[config.mk]
export PLATFORM = sky130hd
export DESIGN_NAME = cache_top
export DESIGN_NICKNAME = d
export VERILOG_FILES = /design/src/logic/cache_pkg.sv /design/src/logic/cache_decode.sv /design/src/logic/cache_execute.sv /design/src/logic/cache_result.sv /design/src/logic/cache_store.sv /design/src/logic/cache_top.sv
export SDC_FILE = /design/constraint.sdc
export NUM_CORES = 1
export LEC_CHECK = 0
export ABC_AREA = 1
export ABC_CLOCK_PERIOD_IN_PS = 5300
export BUFFER_PORTS_ARGS = -buffer_cell sky130_fd_sc_hd__buf_4
export CORE_MARGIN = 1.5
export CORE_UTILIZATION = 25
export DETAILED_ROUTE_END_ITERATION = 8
export GPL_TIMING_DRIVEN = 0
export PLACE_DENSITY_LB_ADDON = 0.3
export SLEW_MARGIN = 30
export SYNTH_ARGS = -nofsm -noshare
export SYNTH_HDL_FRONTEND = slang
export SYNTH_SLANG_ARGS = --single-unit
[constraint.sdc]
create_clock -name ACLK -period 5.3 [get_ports ACLK]
set_input_delay 0.53 -clock ACLK [delete_from_list [all_inputs] [get_ports ACLK]]
set_output_delay 0.53 -clock ACLK [all_outputs]
set_load 0.01 [all_outputs]
[src/logic/cache_pkg.sv]
package cache_pkg;

  // bus widths shared by both AXI4-Lite ports
  localparam int addr_w = 32;
  localparam int data_w = 32;
  localparam int strb_w = data_w / 8;

  // byte address on either port
  typedef logic [addr_w-1:0] addr_t;

  // one data word, which is also one cache block
  typedef logic [data_w-1:0] data_t;

  // one byte-enable per data byte
  typedef logic [strb_w-1:0] strb_t;

  // AXI response code
  typedef logic [1:0] resp_t;

  // the cache never reports an error
  localparam resp_t resp_okay = 2'b00;

  // AXI protection field
  typedef logic [2:0] prot_t;

  // miss/fill controller states
  typedef enum logic [1:0] {
    // accepting requests
    idle,
    // victim write outstanding
    writeback,
    // memory read outstanding
    fill,
    // handing the result over
    respond
  } exec_state_t;

endpackage

[src/logic/cache_decode.sv]
`timescale 1ns/1ns

module cache_decode #(
  parameter int num_sets = 4,
  localparam int idx_w = $clog2(num_sets)
) (
  // processor request addresses
  input  logic             s_arvalid,
  input  cache_pkg::addr_t s_araddr,
  input  cache_pkg::addr_t s_awaddr,
  // split request
  output logic             req_read,
  output cache_pkg::addr_t req_addr,
  output logic [idx_w-1:0] req_index,
  output cache_pkg::addr_t req_tag,
  // stored line at req_index
  input  cache_pkg::addr_t line_tag,
  input  logic             line_valid,
  input  logic             line_dirty,
  // lookup result
  output logic             hit,
  output logic             victim_dirty,
  output cache_pkg::addr_t victim_addr
);
  import cache_pkg::*;

  // byte offset inside the word, then the index, then the tag
  localparam int off_w = $clog2(strb_w);
  localparam int tag_lsb = off_w + idx_w;

  // reads and writes never arrive together, so the read address wins
  assign req_read  = s_arvalid;
  assign req_addr  = s_arvalid ? s_araddr : s_awaddr;
  assign req_index = req_addr[off_w +: idx_w];
  assign req_tag   = req_addr >> tag_lsb;

  assign hit = line_valid && (line_tag == req_tag);

  // an invalid line never needs a write-back
  assign victim_dirty = line_valid && line_dirty;

  // stored tag back in place, word aligned
  assign victim_addr = (line_tag << tag_lsb) | (addr_t'(req_index) << off_w);

endmodule

[src/logic/cache_execute.sv]
`timescale 1ns/1ns

module cache_execute #(
  parameter int num_sets = 4,
  localparam int idx_w = $clog2(num_sets)
) (
  input  logic             ACLK,
  input  logic             ARESETn,
  // processor request side
  input  logic             s_arvalid,
  input  logic             s_awvalid,
  input  logic             s_wvalid,
  input  cache_pkg::data_t s_wdata,
  input  cache_pkg::strb_t s_wstrb,
  output logic             s_arready,
  output logic             s_awready,
  output logic             s_wready,
  // from decode
  input  logic             req_read,
  input  cache_pkg::addr_t req_addr,
  input  logic [idx_w-1:0] req_index,
  input  cache_pkg::addr_t req_tag,
  input  logic             hit,
  input  logic             victim_dirty,
  input  cache_pkg::addr_t victim_addr,
  input  cache_pkg::data_t line_data,
  // store updates
  output logic             fill_en,
  output logic [idx_w-1:0] fill_index,
  output cache_pkg::addr_t fill_tag,
  output cache_pkg::data_t fill_data,
  output logic             wr_en,
  output logic [idx_w-1:0] wr_index,
  output cache_pkg::data_t wr_data,
  output cache_pkg::strb_t wr_strb,
  // memory manager port
  output logic             m_arvalid,
  input  logic             m_arready,
  output cache_pkg::addr_t m_araddr,
  input  logic             m_rvalid,
  output logic             m_rready,
  input  cache_pkg::data_t m_rdata,
  output logic             m_awvalid,
  input  logic             m_awready,
  output cache_pkg::addr_t m_awaddr,
  output logic             m_wvalid,
  input  logic             m_wready,
  output cache_pkg::data_t m_wdata,
  output cache_pkg::strb_t m_wstrb,
  input  logic             m_bvalid,
  output logic             m_bready,
  // toward result
  output logic             rd_push,
  output cache_pkg::data_t rd_data,
  output logic             wr_push,
  input  logic             pending
);
  import cache_pkg::*;

  exec_state_t      state;
  logic             accept;
  logic             take_read;
  logic             take_write;
  logic             take_req;
  logic             fill_done;
  // request saved across a miss
  logic             sv_read;
  addr_t            sv_addr;
  logic [idx_w-1:0] sv_index;
  addr_t            sv_tag;
  data_t            sv_wdata;
  strb_t            sv_wstrb;

  // one request in flight, and none while a response waits for the processor
  assign accept    = (state == idle) && !pending;
  assign s_arready = accept;
  assign s_awready = accept;
  assign s_wready  = accept;

  assign take_read  = accept && s_arvalid;
  assign take_write = accept && !s_arvalid && s_awvalid && s_wvalid;
  assign take_req   = take_read || take_write;
  assign fill_done  = (state == fill) && m_rvalid;

  assign m_rready = (state == fill);
  assign m_bready = (state == writeback);
  assign m_wstrb  = '1;
  // fill reads the saved request address, also after a write-back
  assign m_araddr = sv_addr;

  assign fill_en    = fill_done;
  assign fill_index = sv_index;
  assign fill_tag   = sv_tag;
  assign fill_data  = m_rdata;

  // hit path serves the live request, fill path serves the saved one
  always_comb begin
    wr_en    = 1'b0;
    wr_index = req_index;
    wr_data  = s_wdata;
    wr_strb  = s_wstrb;
    rd_push  = 1'b0;
    rd_data  = line_data;
    wr_push  = 1'b0;
    if (take_req && hit) begin
      rd_push = take_read;
      wr_push = take_write;
      wr_en   = take_write;
    end else if (fill_done) begin
      wr_index = sv_index;
      wr_data  = sv_wdata;
      wr_strb  = sv_wstrb;
      rd_data  = m_rdata;
      rd_push  = sv_read;
      wr_push  = !sv_read;
      wr_en    = !sv_read;
    end
  end

  always_ff @(posedge ACLK) begin
    if (!ARESETn) begin
      state     <= idle;
      m_arvalid <= 1'b0;
      m_awvalid <= 1'b0;
      m_wvalid  <= 1'b0;
    end else begin
      case (state)
        idle: begin
          if (take_req && !hit) begin
            if (victim_dirty) begin
              state     <= writeback;
              m_awvalid <= 1'b1;
              m_wvalid  <= 1'b1;
            end else begin
              state     <= fill;
              m_arvalid <= 1'b1;
            end
          end
        end
        writeback: begin
          // AW and W complete independently
          if (m_awready) begin
            m_awvalid <= 1'b0;
          end
          if (m_wready) begin
            m_wvalid <= 1'b0;
          end
          if (m_bvalid) begin
            state     <= fill;
            m_arvalid <= 1'b1;
          end
        end
        fill: begin
          if (m_arready) begin
            m_arvalid <= 1'b0;
          end
          if (m_rvalid) begin
            state <= idle;
          end
        end
      endcase
    end
  end

  always_ff @(posedge ACLK) begin
    if (take_req && !hit) begin
      sv_read  <= req_read;
      sv_addr  <= req_addr;
      sv_index <= req_index;
      sv_tag   <= req_tag;
      sv_wdata <= s_wdata;
      sv_wstrb <= s_wstrb;
      m_awaddr <= victim_addr;
      m_wdata  <= line_data;
    end
  end

endmodule

[src/logic/cache_result.sv]
`timescale 1ns/1ns

module cache_result (
  input  logic             ACLK,
  input  logic             ARESETn,
  // one-cycle pushes from execute
  input  logic             rd_push,
  input  cache_pkg::data_t rd_data,
  input  logic             wr_push,
  // processor response readies
  input  logic             s_rready,
  input  logic             s_bready,
  // held responses
  output logic             s_rvalid,
  output cache_pkg::data_t s_rdata,
  output logic             s_bvalid,
  output logic             pending
);
  import cache_pkg::*;

  // execute stops accepting while anything is held
  assign pending = s_rvalid || s_bvalid;

  always_ff @(posedge ACLK) begin
    if (!ARESETn) begin
      s_rvalid <= 1'b0;
      s_bvalid <= 1'b0;
    end else begin
      if (rd_push) begin
        s_rvalid <= 1'b1;
      end else if (s_rvalid && s_rready) begin
        s_rvalid <= 1'b0;
      end
      if (wr_push) begin
        s_bvalid <= 1'b1;
      end else if (s_bvalid && s_bready) begin
        s_bvalid <= 1'b0;
      end
    end
  end

  // read data stays put until the next push
  always_ff @(posedge ACLK) begin
    if (rd_push) begin
      s_rdata <= rd_data;
    end
  end

endmodule

[src/logic/cache_store.sv]
`timescale 1ns/1ns

module cache_store #(
  parameter int num_sets = 4,
  localparam int idx_w = $clog2(num_sets)
) (
  input  logic             ACLK,
  input  logic             ARESETn,
  // lookup port, read without a clock
  input  logic [idx_w-1:0] rd_index,
  output cache_pkg::addr_t line_tag,
  output logic             line_valid,
  output logic             line_dirty,
  output cache_pkg::data_t line_data,
  // whole-line install from memory
  input  logic             fill_en,
  input  logic [idx_w-1:0] fill_index,
  input  cache_pkg::addr_t fill_tag,
  input  cache_pkg::data_t fill_data,
  // byte-strobed write from the processor
  input  logic             wr_en,
  input  logic [idx_w-1:0] wr_index,
  input  cache_pkg::data_t wr_data,
  input  cache_pkg::strb_t wr_strb
);
  import cache_pkg::*;

  addr_t               tag_mem [num_sets];
  data_t               data_mem[num_sets];
  logic [num_sets-1:0] valid_bits;
  logic [num_sets-1:0] dirty_bits;

  assign line_tag   = tag_mem[rd_index];
  assign line_data  = data_mem[rd_index];
  assign line_valid = valid_bits[rd_index];
  assign line_dirty = dirty_bits[rd_index];

  always_ff @(posedge ACLK) begin
    if (!ARESETn) begin
      valid_bits <= '0;
      dirty_bits <= '0;
    end else begin
      if (fill_en) begin
        valid_bits[fill_index] <= 1'b1;
        dirty_bits[fill_index] <= 1'b0;
      end
      // a write in the same cycle lands after the fill, so the line ends up dirty
      if (wr_en) begin
        dirty_bits[wr_index] <= 1'b1;
      end
    end
  end

  always_ff @(posedge ACLK) begin
    if (fill_en) begin
      tag_mem[fill_index]  <= fill_tag;
      data_mem[fill_index] <= fill_data;
    end
    // enabled bytes override the freshly filled word
    if (wr_en) begin
      for (int b = 0; b < strb_w; b++) begin
        if (wr_strb[b]) begin
          data_mem[wr_index][8*b +: 8] <= wr_data[8*b +: 8];
        end
      end
    end
  end

endmodule

[src/logic/cache_top.sv]
`timescale 1ns/1ns

module cache_top #(
  parameter int num_sets = 4
) (
  input  logic             ACLK,
  input  logic             ARESETn,
  // processor side, AXI4-Lite subordinate
  input  logic             s_arvalid,
  output logic             s_arready,
  input  cache_pkg::addr_t s_araddr,
  output logic             s_rvalid,
  input  logic             s_rready,
  output cache_pkg::data_t s_rdata,
  output cache_pkg::resp_t s_rresp,
  input  logic             s_awvalid,
  output logic             s_awready,
  input  cache_pkg::addr_t s_awaddr,
  input  logic             s_wvalid,
  output logic             s_wready,
  input  cache_pkg::data_t s_wdata,
  input  cache_pkg::strb_t s_wstrb,
  output logic             s_bvalid,
  input  logic             s_bready,
  output cache_pkg::resp_t s_bresp,
  // memory side, AXI4-Lite manager
  output logic             m_arvalid,
  input  logic             m_arready,
  output cache_pkg::addr_t m_araddr,
  output cache_pkg::prot_t m_arprot,
  input  logic             m_rvalid,
  output logic             m_rready,
  input  cache_pkg::data_t m_rdata,
  output logic             m_awvalid,
  input  logic             m_awready,
  output cache_pkg::addr_t m_awaddr,
  output cache_pkg::prot_t m_awprot,
  output logic             m_wvalid,
  input  logic             m_wready,
  output cache_pkg::data_t m_wdata,
  output cache_pkg::strb_t m_wstrb,
  input  logic             m_bvalid,
  output logic             m_bready
);
  import cache_pkg::*;

  localparam int idx_w = $clog2(num_sets);

  // lookup
  logic             req_read;
  addr_t            req_addr;
  logic [idx_w-1:0] req_index;
  addr_t            req_tag;
  addr_t            line_tag;
  logic             line_valid;
  logic             line_dirty;
  data_t            line_data;
  logic             hit;
  logic             victim_dirty;
  addr_t            victim_addr;
  // store updates
  logic             fill_en;
  logic [idx_w-1:0] fill_index;
  addr_t            fill_tag;
  data_t            fill_data;
  logic             wr_en;
  logic [idx_w-1:0] wr_index;
  data_t            wr_data;
  strb_t            wr_strb;
  // response hand-off
  logic             rd_push;
  data_t            rd_data;
  logic             wr_push;
  logic             pending;

  assign s_rresp  = resp_okay;
  assign s_bresp  = resp_okay;
  assign m_arprot = '0;
  assign m_awprot = '0;

  cache_store #(.num_sets(num_sets)) u_store (
    .ACLK(ACLK), .ARESETn(ARESETn), .rd_index(req_index),
    .line_tag(line_tag), .line_valid(line_valid), .line_dirty(line_dirty),
    .line_data(line_data), .fill_en(fill_en), .fill_index(fill_index),
    .fill_tag(fill_tag), .fill_data(fill_data), .wr_en(wr_en),
    .wr_index(wr_index), .wr_data(wr_data), .wr_strb(wr_strb)
  );

  cache_decode #(.num_sets(num_sets)) u_decode (
    .s_arvalid(s_arvalid), .s_araddr(s_araddr), .s_awaddr(s_awaddr),
    .req_read(req_read), .req_addr(req_addr), .req_index(req_index),
    .req_tag(req_tag), .line_tag(line_tag), .line_valid(line_valid),
    .line_dirty(line_dirty), .hit(hit), .victim_dirty(victim_dirty),
    .victim_addr(victim_addr)
  );

  cache_execute #(.num_sets(num_sets)) u_execute (
    .ACLK(ACLK), .ARESETn(ARESETn), .s_arvalid(s_arvalid), .s_awvalid(s_awvalid),
    .s_wvalid(s_wvalid), .s_wdata(s_wdata), .s_wstrb(s_wstrb),
    .s_arready(s_arready), .s_awready(s_awready), .s_wready(s_wready),
    .req_read(req_read), .req_addr(req_addr), .req_index(req_index),
    .req_tag(req_tag), .hit(hit), .victim_dirty(victim_dirty),
    .victim_addr(victim_addr), .line_data(line_data), .fill_en(fill_en),
    .fill_index(fill_index), .fill_tag(fill_tag), .fill_data(fill_data),
    .wr_en(wr_en), .wr_index(wr_index), .wr_data(wr_data), .wr_strb(wr_strb),
    .m_arvalid(m_arvalid), .m_arready(m_arready), .m_araddr(m_araddr),
    .m_rvalid(m_rvalid), .m_rready(m_rready), .m_rdata(m_rdata),
    .m_awvalid(m_awvalid), .m_awready(m_awready), .m_awaddr(m_awaddr),
    .m_wvalid(m_wvalid), .m_wready(m_wready), .m_wdata(m_wdata),
    .m_wstrb(m_wstrb), .m_bvalid(m_bvalid), .m_bready(m_bready),
    .rd_push(rd_push), .rd_data(rd_data), .wr_push(wr_push), .pending(pending)
  );

  cache_result u_result (
    .ACLK(ACLK), .ARESETn(ARESETn), .rd_push(rd_push), .rd_data(rd_data),
    .wr_push(wr_push), .s_rready(s_rready), .s_bready(s_bready),
    .s_rvalid(s_rvalid), .s_rdata(s_rdata), .s_bvalid(s_bvalid), .pending(pending)
  );

endmodule

# Word-level counts from Yosys, hierarchy flattened
# Memory sizes are Yosys's and may differ from the RTL's.
# Cells that the tools add are included.
dict set report totals {
  ramBits 240
  elab_cells 127
  input_bits 144
  ff_bits 210
  n_memories 2
  out_inout_bits 152
}
# memory depth width read_ports rd_clocked_by_memory_dff write_ports line_no
set memory_table {}
lappend memory_table {u_store.data_mem 4 32 1 0 2 cache_store.sv:29} ;# data_t data_mem[num_sets];
lappend memory_table {u_store.tag_mem 4 28 1 0 1 cache_store.sv:28} ;# addr_t tag_mem [num_sets];
dict set report classes {
  reduce_logical 29
  n_eq_ne 11
  bitwise 5
  magnitude_cmp 5
  n_mux 58
}
# cell n
set op_table {}
lappend op_table {{$mux 32} 5}
lappend op_table {{$mux 1} 34}
lappend op_table {{$eq 32x28->1} 1}
lappend op_table {{$or 32x4->32} 1}
lappend op_table {{$mux 4} 5}
lappend op_table {{$ne 2x2->1 const B} 8}
lappend op_table {{$logic_and 1x1->1} 14}
lappend op_table {{$mux 2} 6}
lappend op_table {{$reduce_and 4->1} 3}
lappend op_table {{$lt 2x3->1 const B} 3}
lappend op_table {{$or 4x4->4} 2}
lappend op_table {{$pmux 2 s3} 1}
lappend op_table {{$reduce_bool 2->1} 3}
lappend op_table {{$reduce_and 5->1} 1}
lappend op_table {{$and 4x4->4} 1}
lappend op_table {{$bmux 1 s2} 2}
lappend op_table {{$demux 1 s2} 2}
lappend op_table {{$ge 2x1->1 const B} 2}
lappend op_table {{$logic_not 1->1} 4}
lappend op_table {{$not 4->4} 1}
lappend op_table {{$pmux 1 s2} 2}
lappend op_table {{$pmux 1 s3} 1}
lappend op_table {{$reduce_bool 3->1} 1}
lappend op_table {{$eq 2x1->1 const B} 1}
lappend op_table {{other kinds (3)} 4}

# Depth between registers and ports, before layout
dict set report logic_depth {
  depth_word 15
  ltp_mapped 23
  ltp_nobuf 21
}

# By module
# From an unflattened synthesis, not the netlist that was laid out.
dict set report unflattened {
  cells_unflattened 2029
  hier_area_um2 21296.7
}
# module area_per_inst_um2 cells_per_inst seq_area_each_um2 n_inst
set by_module_without_submodules {}
lappend by_module_without_submodules {cache_store 11880.1 1152 7847.5 1}
lappend by_module_without_submodules {cache_execute 6712.7 503 5114.9 1}
lappend by_module_without_submodules {cache_decode 1581.5 319 0.0 1}
lappend by_module_without_submodules {cache_result 1043.5 44 1001.0 1}
lappend by_module_without_submodules {cache_top 78.8 11 0.0 1}

# Least setup slack after synthesis
# No wires, ideal clock.
dict set report synth_timing {
  path_kind {input to register}
  start {input s_arvalid}
  end {register u_execute.sv_index[0], in the netlist u_execute.fill_index[0], enable pin}
  t_arrival_ns 4.314
  required_time_ns 4.818
  path_stages 15
  path_buffers 2
  setup_ns 0.482
  setup_slack_ns 0.504
  cell_sequence {buf_2 -> o21ai_2 -> buf_2 -> nand3_1 -> nand2_1 -> nand2_1 -> nand2_1 -> nor2_1 -> nand2_1 -> nor2_1 -> nand2_1 -> nor2_1 -> nand2_1 -> nand2_1 -> inv_1}
}
dict set report synth_via {
  elab_chain_cells 6
  elab_cells_between_ends 14
  classes_between {1 x eq/ne; 3 x mux; 9 x reduce/logical; 1 x memory}
}
# item line_no
set synth_rtl {}
lappend synth_rtl {{start, declared} cache_top.sv:9} ;# input logic s_arvalid,
lappend synth_rtl {{$mux 32} cache_decode.sv:33} ;# assign req_addr = s_arvalid ? s_araddr : s_awaddr;
lappend synth_rtl {{$mem_v2 4x28} -}
lappend synth_rtl {{net line_tag[0]} cache_top.sv:54} ;# addr_t line_tag;
lappend synth_rtl {{$eq 32x28->1} cache_decode.sv:37} ;# assign hit = line_valid && (line_tag == req_tag);
lappend synth_rtl {{$logic_and 1x1->1} cache_decode.sv:37}
lappend synth_rtl {{$logic_not 1->1} cache_execute.sv:166} ;# if (take_req && !hit) begin
lappend synth_rtl {{$logic_and 1x1->1} cache_execute.sv:166}
lappend synth_rtl {{end signal, assigned} cache_execute.sv:169} ;# sv_index <= req_index;
lappend synth_rtl {{end, declared} cache_execute.sv:69} ;# logic [idx_w-1:0] sv_index;
# The timed path passes the listed nets, and every way through them passes these cells. The select of a mux whose other input is x is not followed.
# A chain may end at the register's enable or synchronous reset.

==> results.md <==
- Comb power frac: 23.0%
- R2r setup slk: 1.16 ns
- Final setup violation count: 0
- Post-Syn Area: approximately 0.020 mm2
- Hold buffers post-CTS: 0
- Startpoint Class: input port
- Post-synth ARST share: 0%
- Final Util: around a third
- IO buf count: roughly 280
- Number of max-cap violations: 0
- Final Hold Viols: 0
- Die H: ~280 um
- Slew margin rel.: 35.6%
- Max-slew violation count: 0
- Clock skew: 0.0325 ns
- TritonCTS buffer count: 48
- Layout cells sized above 1: around a fifth
- H-tree levels: 2
- Tcrit/Tclk final: 83.0%
- Status: finished clean
- Yosys reg bits: 416
- Maximum buffer depth of the clock tree: 3
- Routed wire length per instance: about 19 um
- Final net count: ~2.6k
- Crit Path Category: in -> reg
- Root Driver: clkbuf_16
- Global-route wire length before repair: between 100,000 and 150,000 um
- Global Route Usage Sum: about 17%
- Final hold slack: slightly above 0.1 ns
- Fillcell total: 8,096
- Drt pass-1 iters: 6
- Total grt overflow: 0
- Largest net degree at the start of global routing: 76
- CTS resizes: 0
- Critical Path AT: roughly 4.6 ns
- Leakage: 10.8 nW
- Netlist cell types: 27
- Antenna diodes: 0
- Fmax: between 0.2 and 0.25 GHz
- Placed wire-length estimate: roughly 50,000 um
- Synth top area share: ~61%
- Worst skew pair latency: between 0.6 and 0.7 ns
- Post-synth EDFFs: around 400
- Io pins: slightly below 300
- Int Pwr: about 0.007 W
- Synth Flop Type: edfxtp_1
- Share of power burned in the clock network: ~33%
- Final Non-Filler Cells: roughly 3.5k
- Synthesis-to-layout area growth: 26.5%
- Die Wd: ~280 um
- Fin crit period: roughly 4.4 ns
- Net switching power: approximately 0.0032 W
- Worst Hold Class: in -> reg
- DRC Markers: 0
- Post-Place Setup Slack: roughly 0.27 ns
- Slew of the pin with the lowest slew margin: approximately 0.97 ns
- Sequential power share: between 40 and 50%
- Clk sinks: ~420
- CP Capture Type: flip-flop
- Worst-case vdd ir drop: about 0.00025 V
- Commonest cells post-synth: 738 x nand2_1, 401 x edfxtp_1, 294 x nand3_1
- Final GP Congestion: roughly 0.84
- Sequential fraction of the synthesis area: a little over three fifths
- Final wirelength: around 68,000 um
- Initial DRC Count: around 1.4k
- Top cells by area, synth: edfxtp_1 61%, nand2_1 14%, nand3_1 7.4%
- YS warnings: 0
- Via count: 15.8k
- Initial Util: roughly a quarter
- # rows: 102
- TritonCTS clock tree: yes
- CTS clock-pin slew for the worst setup and hold paths: ~0.06 ns
- Worst EP required: 5.53 ns
- Total placed cells including tap cells: roughly 3.4k
- Syn Inst Count: approximately 2.1k
- Final setup margin: ~0.9 ns
- Synth area leader: edfxtp_1
- Vias per std cell: 4.50
- Count leader, synth: nand2_1
- Postcts setup bufs: 0
- Detail Route Antenna Nets: 0
- Antenna violations before repair: 8
- Number of global-route vias before repair: ~15k
- RSZ-0062 raised after global routing: no
- Crit path max fanout: 10
- P per Cell Area: between 400 and 500 mW/mm2
- Total Power: 0.0101 W
- Core Box Area: slightly below 0.08 mm2
- DIE AREA: approximately 0.081 mm2
- Switching share of power: 31.3%
- Mean cell area of the mapped netlist: around 9.5 um2
==> layer usage <==
layer / up-vias / wire, um / global-route usage [%]
met4: 14 / 2200 / 5.70
met3: 126 / 4590 / 3.40
met2: 534 / 30900 / 26.4
met5: - / 83 / 0
li1: 7654 / - / -
met1: 7467 / 30300 / 22.3
==> flip-flops by register name, indices dropped and copies added (netlist names), 2 cells and up <==
name,count
u_execute.state,2
u_store.dirty_bits,4
u_store.data_mem,128
u_execute.sv_wdata,32
u_store.valid_bits,4
u_execute.m_awaddr,28
u_execute.sv_wstrb,4
u_store.tag_mem,112
u_result.s_rdata,32
u_execute.m_wdata,32
u_execute.m_araddr,30
==> cell families (layout without fill, tap and decap cells) <==
kind of cell | Yosys count | count (layout) | synth area share, %
and+or+nand+nor | 1176 | 1176 | 24.9
DFF | 416 | 416 | 62.4
buffers and inverters | 308 | 686 | 6.70
AOI/OAI and AO/OA | 142 | 142 | 3.86
muxes | 32 | 32 | 1.82
adders and majority gates | 4 | 4 | 0.253
other | 2 | 16 | 0.0380
==> per-stage QoR <==
step | TNS [ns] | instance area [um2]
2_1_floorplan | 0 | 19800
3_3_place_gp | -526.53 | 23200
3_5_place_dp | 0 | 23400
4_1_cts | 0 | 25000
5_1_grt | 0 | 25000
6_report | 0 | 25000
==> power groups by stage <==
| stage | clock network [W] | registers (W) | logic (W) |
|---|---|---|---|
| floorplan | 0 | 0.00459 | 0.00109 |
| global placement | 0 | 0.00457 | 0.00228 |
| detailed placement | 0 | 0.00450 | 0.00234 |
| CTS | 0.00344 | 0.00443 | 0.00235 |
| global route | 0.00356 | 0.00447 | 0.00253 |
| finish | 0.00335 | 0.00443 | 0.00233 |
==> worst paths after layout <==
kind | from | endpoint | cells past startpoint
min reg2reg | u_store.valid_bits[1] | u_store.valid_bits[1] | 2
max reg2reg | u_execute.state[0] | u_store.tag_mem[2][25] | 9
max | s_arvalid | u_store.data_mem[2][23] | 20
min | s_wdata[16] | u_execute.sv_wdata[16] | 1
==> worst max-delay path, cell delays in order <==
cell	delay [ns]
buf_4	0.15
inv_2	0.07
nand2_1	0.08
nand2_1	0.26
clkbuf_1	0.59
nand2_1	0.15
nand2_1	0.11
nand2_1	0.05
nand3_1	0.06
nand2_1	0.11
nor2_1	0.13
nand3_1	0.15
nor2_1	0.35
nand3_1	0.16
buf_2	0.22
nand3_1	0.10
nand2_2	0.13
nor2_4	0.37
nand2_1	0.36
nand2_1	0.48
==> layout make-up <==
type                    count  area (um2)  share of cell area (%)
plain buffers             109         577                    2.31
clock inverters            28         329                    1.32
repair buffers            290        2280                    9.13
clock buffers              60        1250                    4.98
inverters                 199         754                    3.02
well taps                1040        1300                    5.20
multi-input cells        1370        6170                    24.7
flip-flops and latches    416       12300                    49.4
==> cell usage in the layout, fill, tap and decap left out, types with 15 or more instances in the layout <==
cell,Yosys,final
nand2_1,738,738
edfxtp_1,401,401
buf_4,32,316
nand3_1,294,294
inv_1,189,185
nor2_1,99,99
o21ai_0,92,91
clkbuf_16,0,48
clkbuf_1,35,47
buf_2,38,38
o22ai_1,32,32
mux2_2,32,32
conb_1,2,16
a21oi_1,15,15
dfxtp_1,15,15
Note: power is estimated with default switching activity, not from simulation.
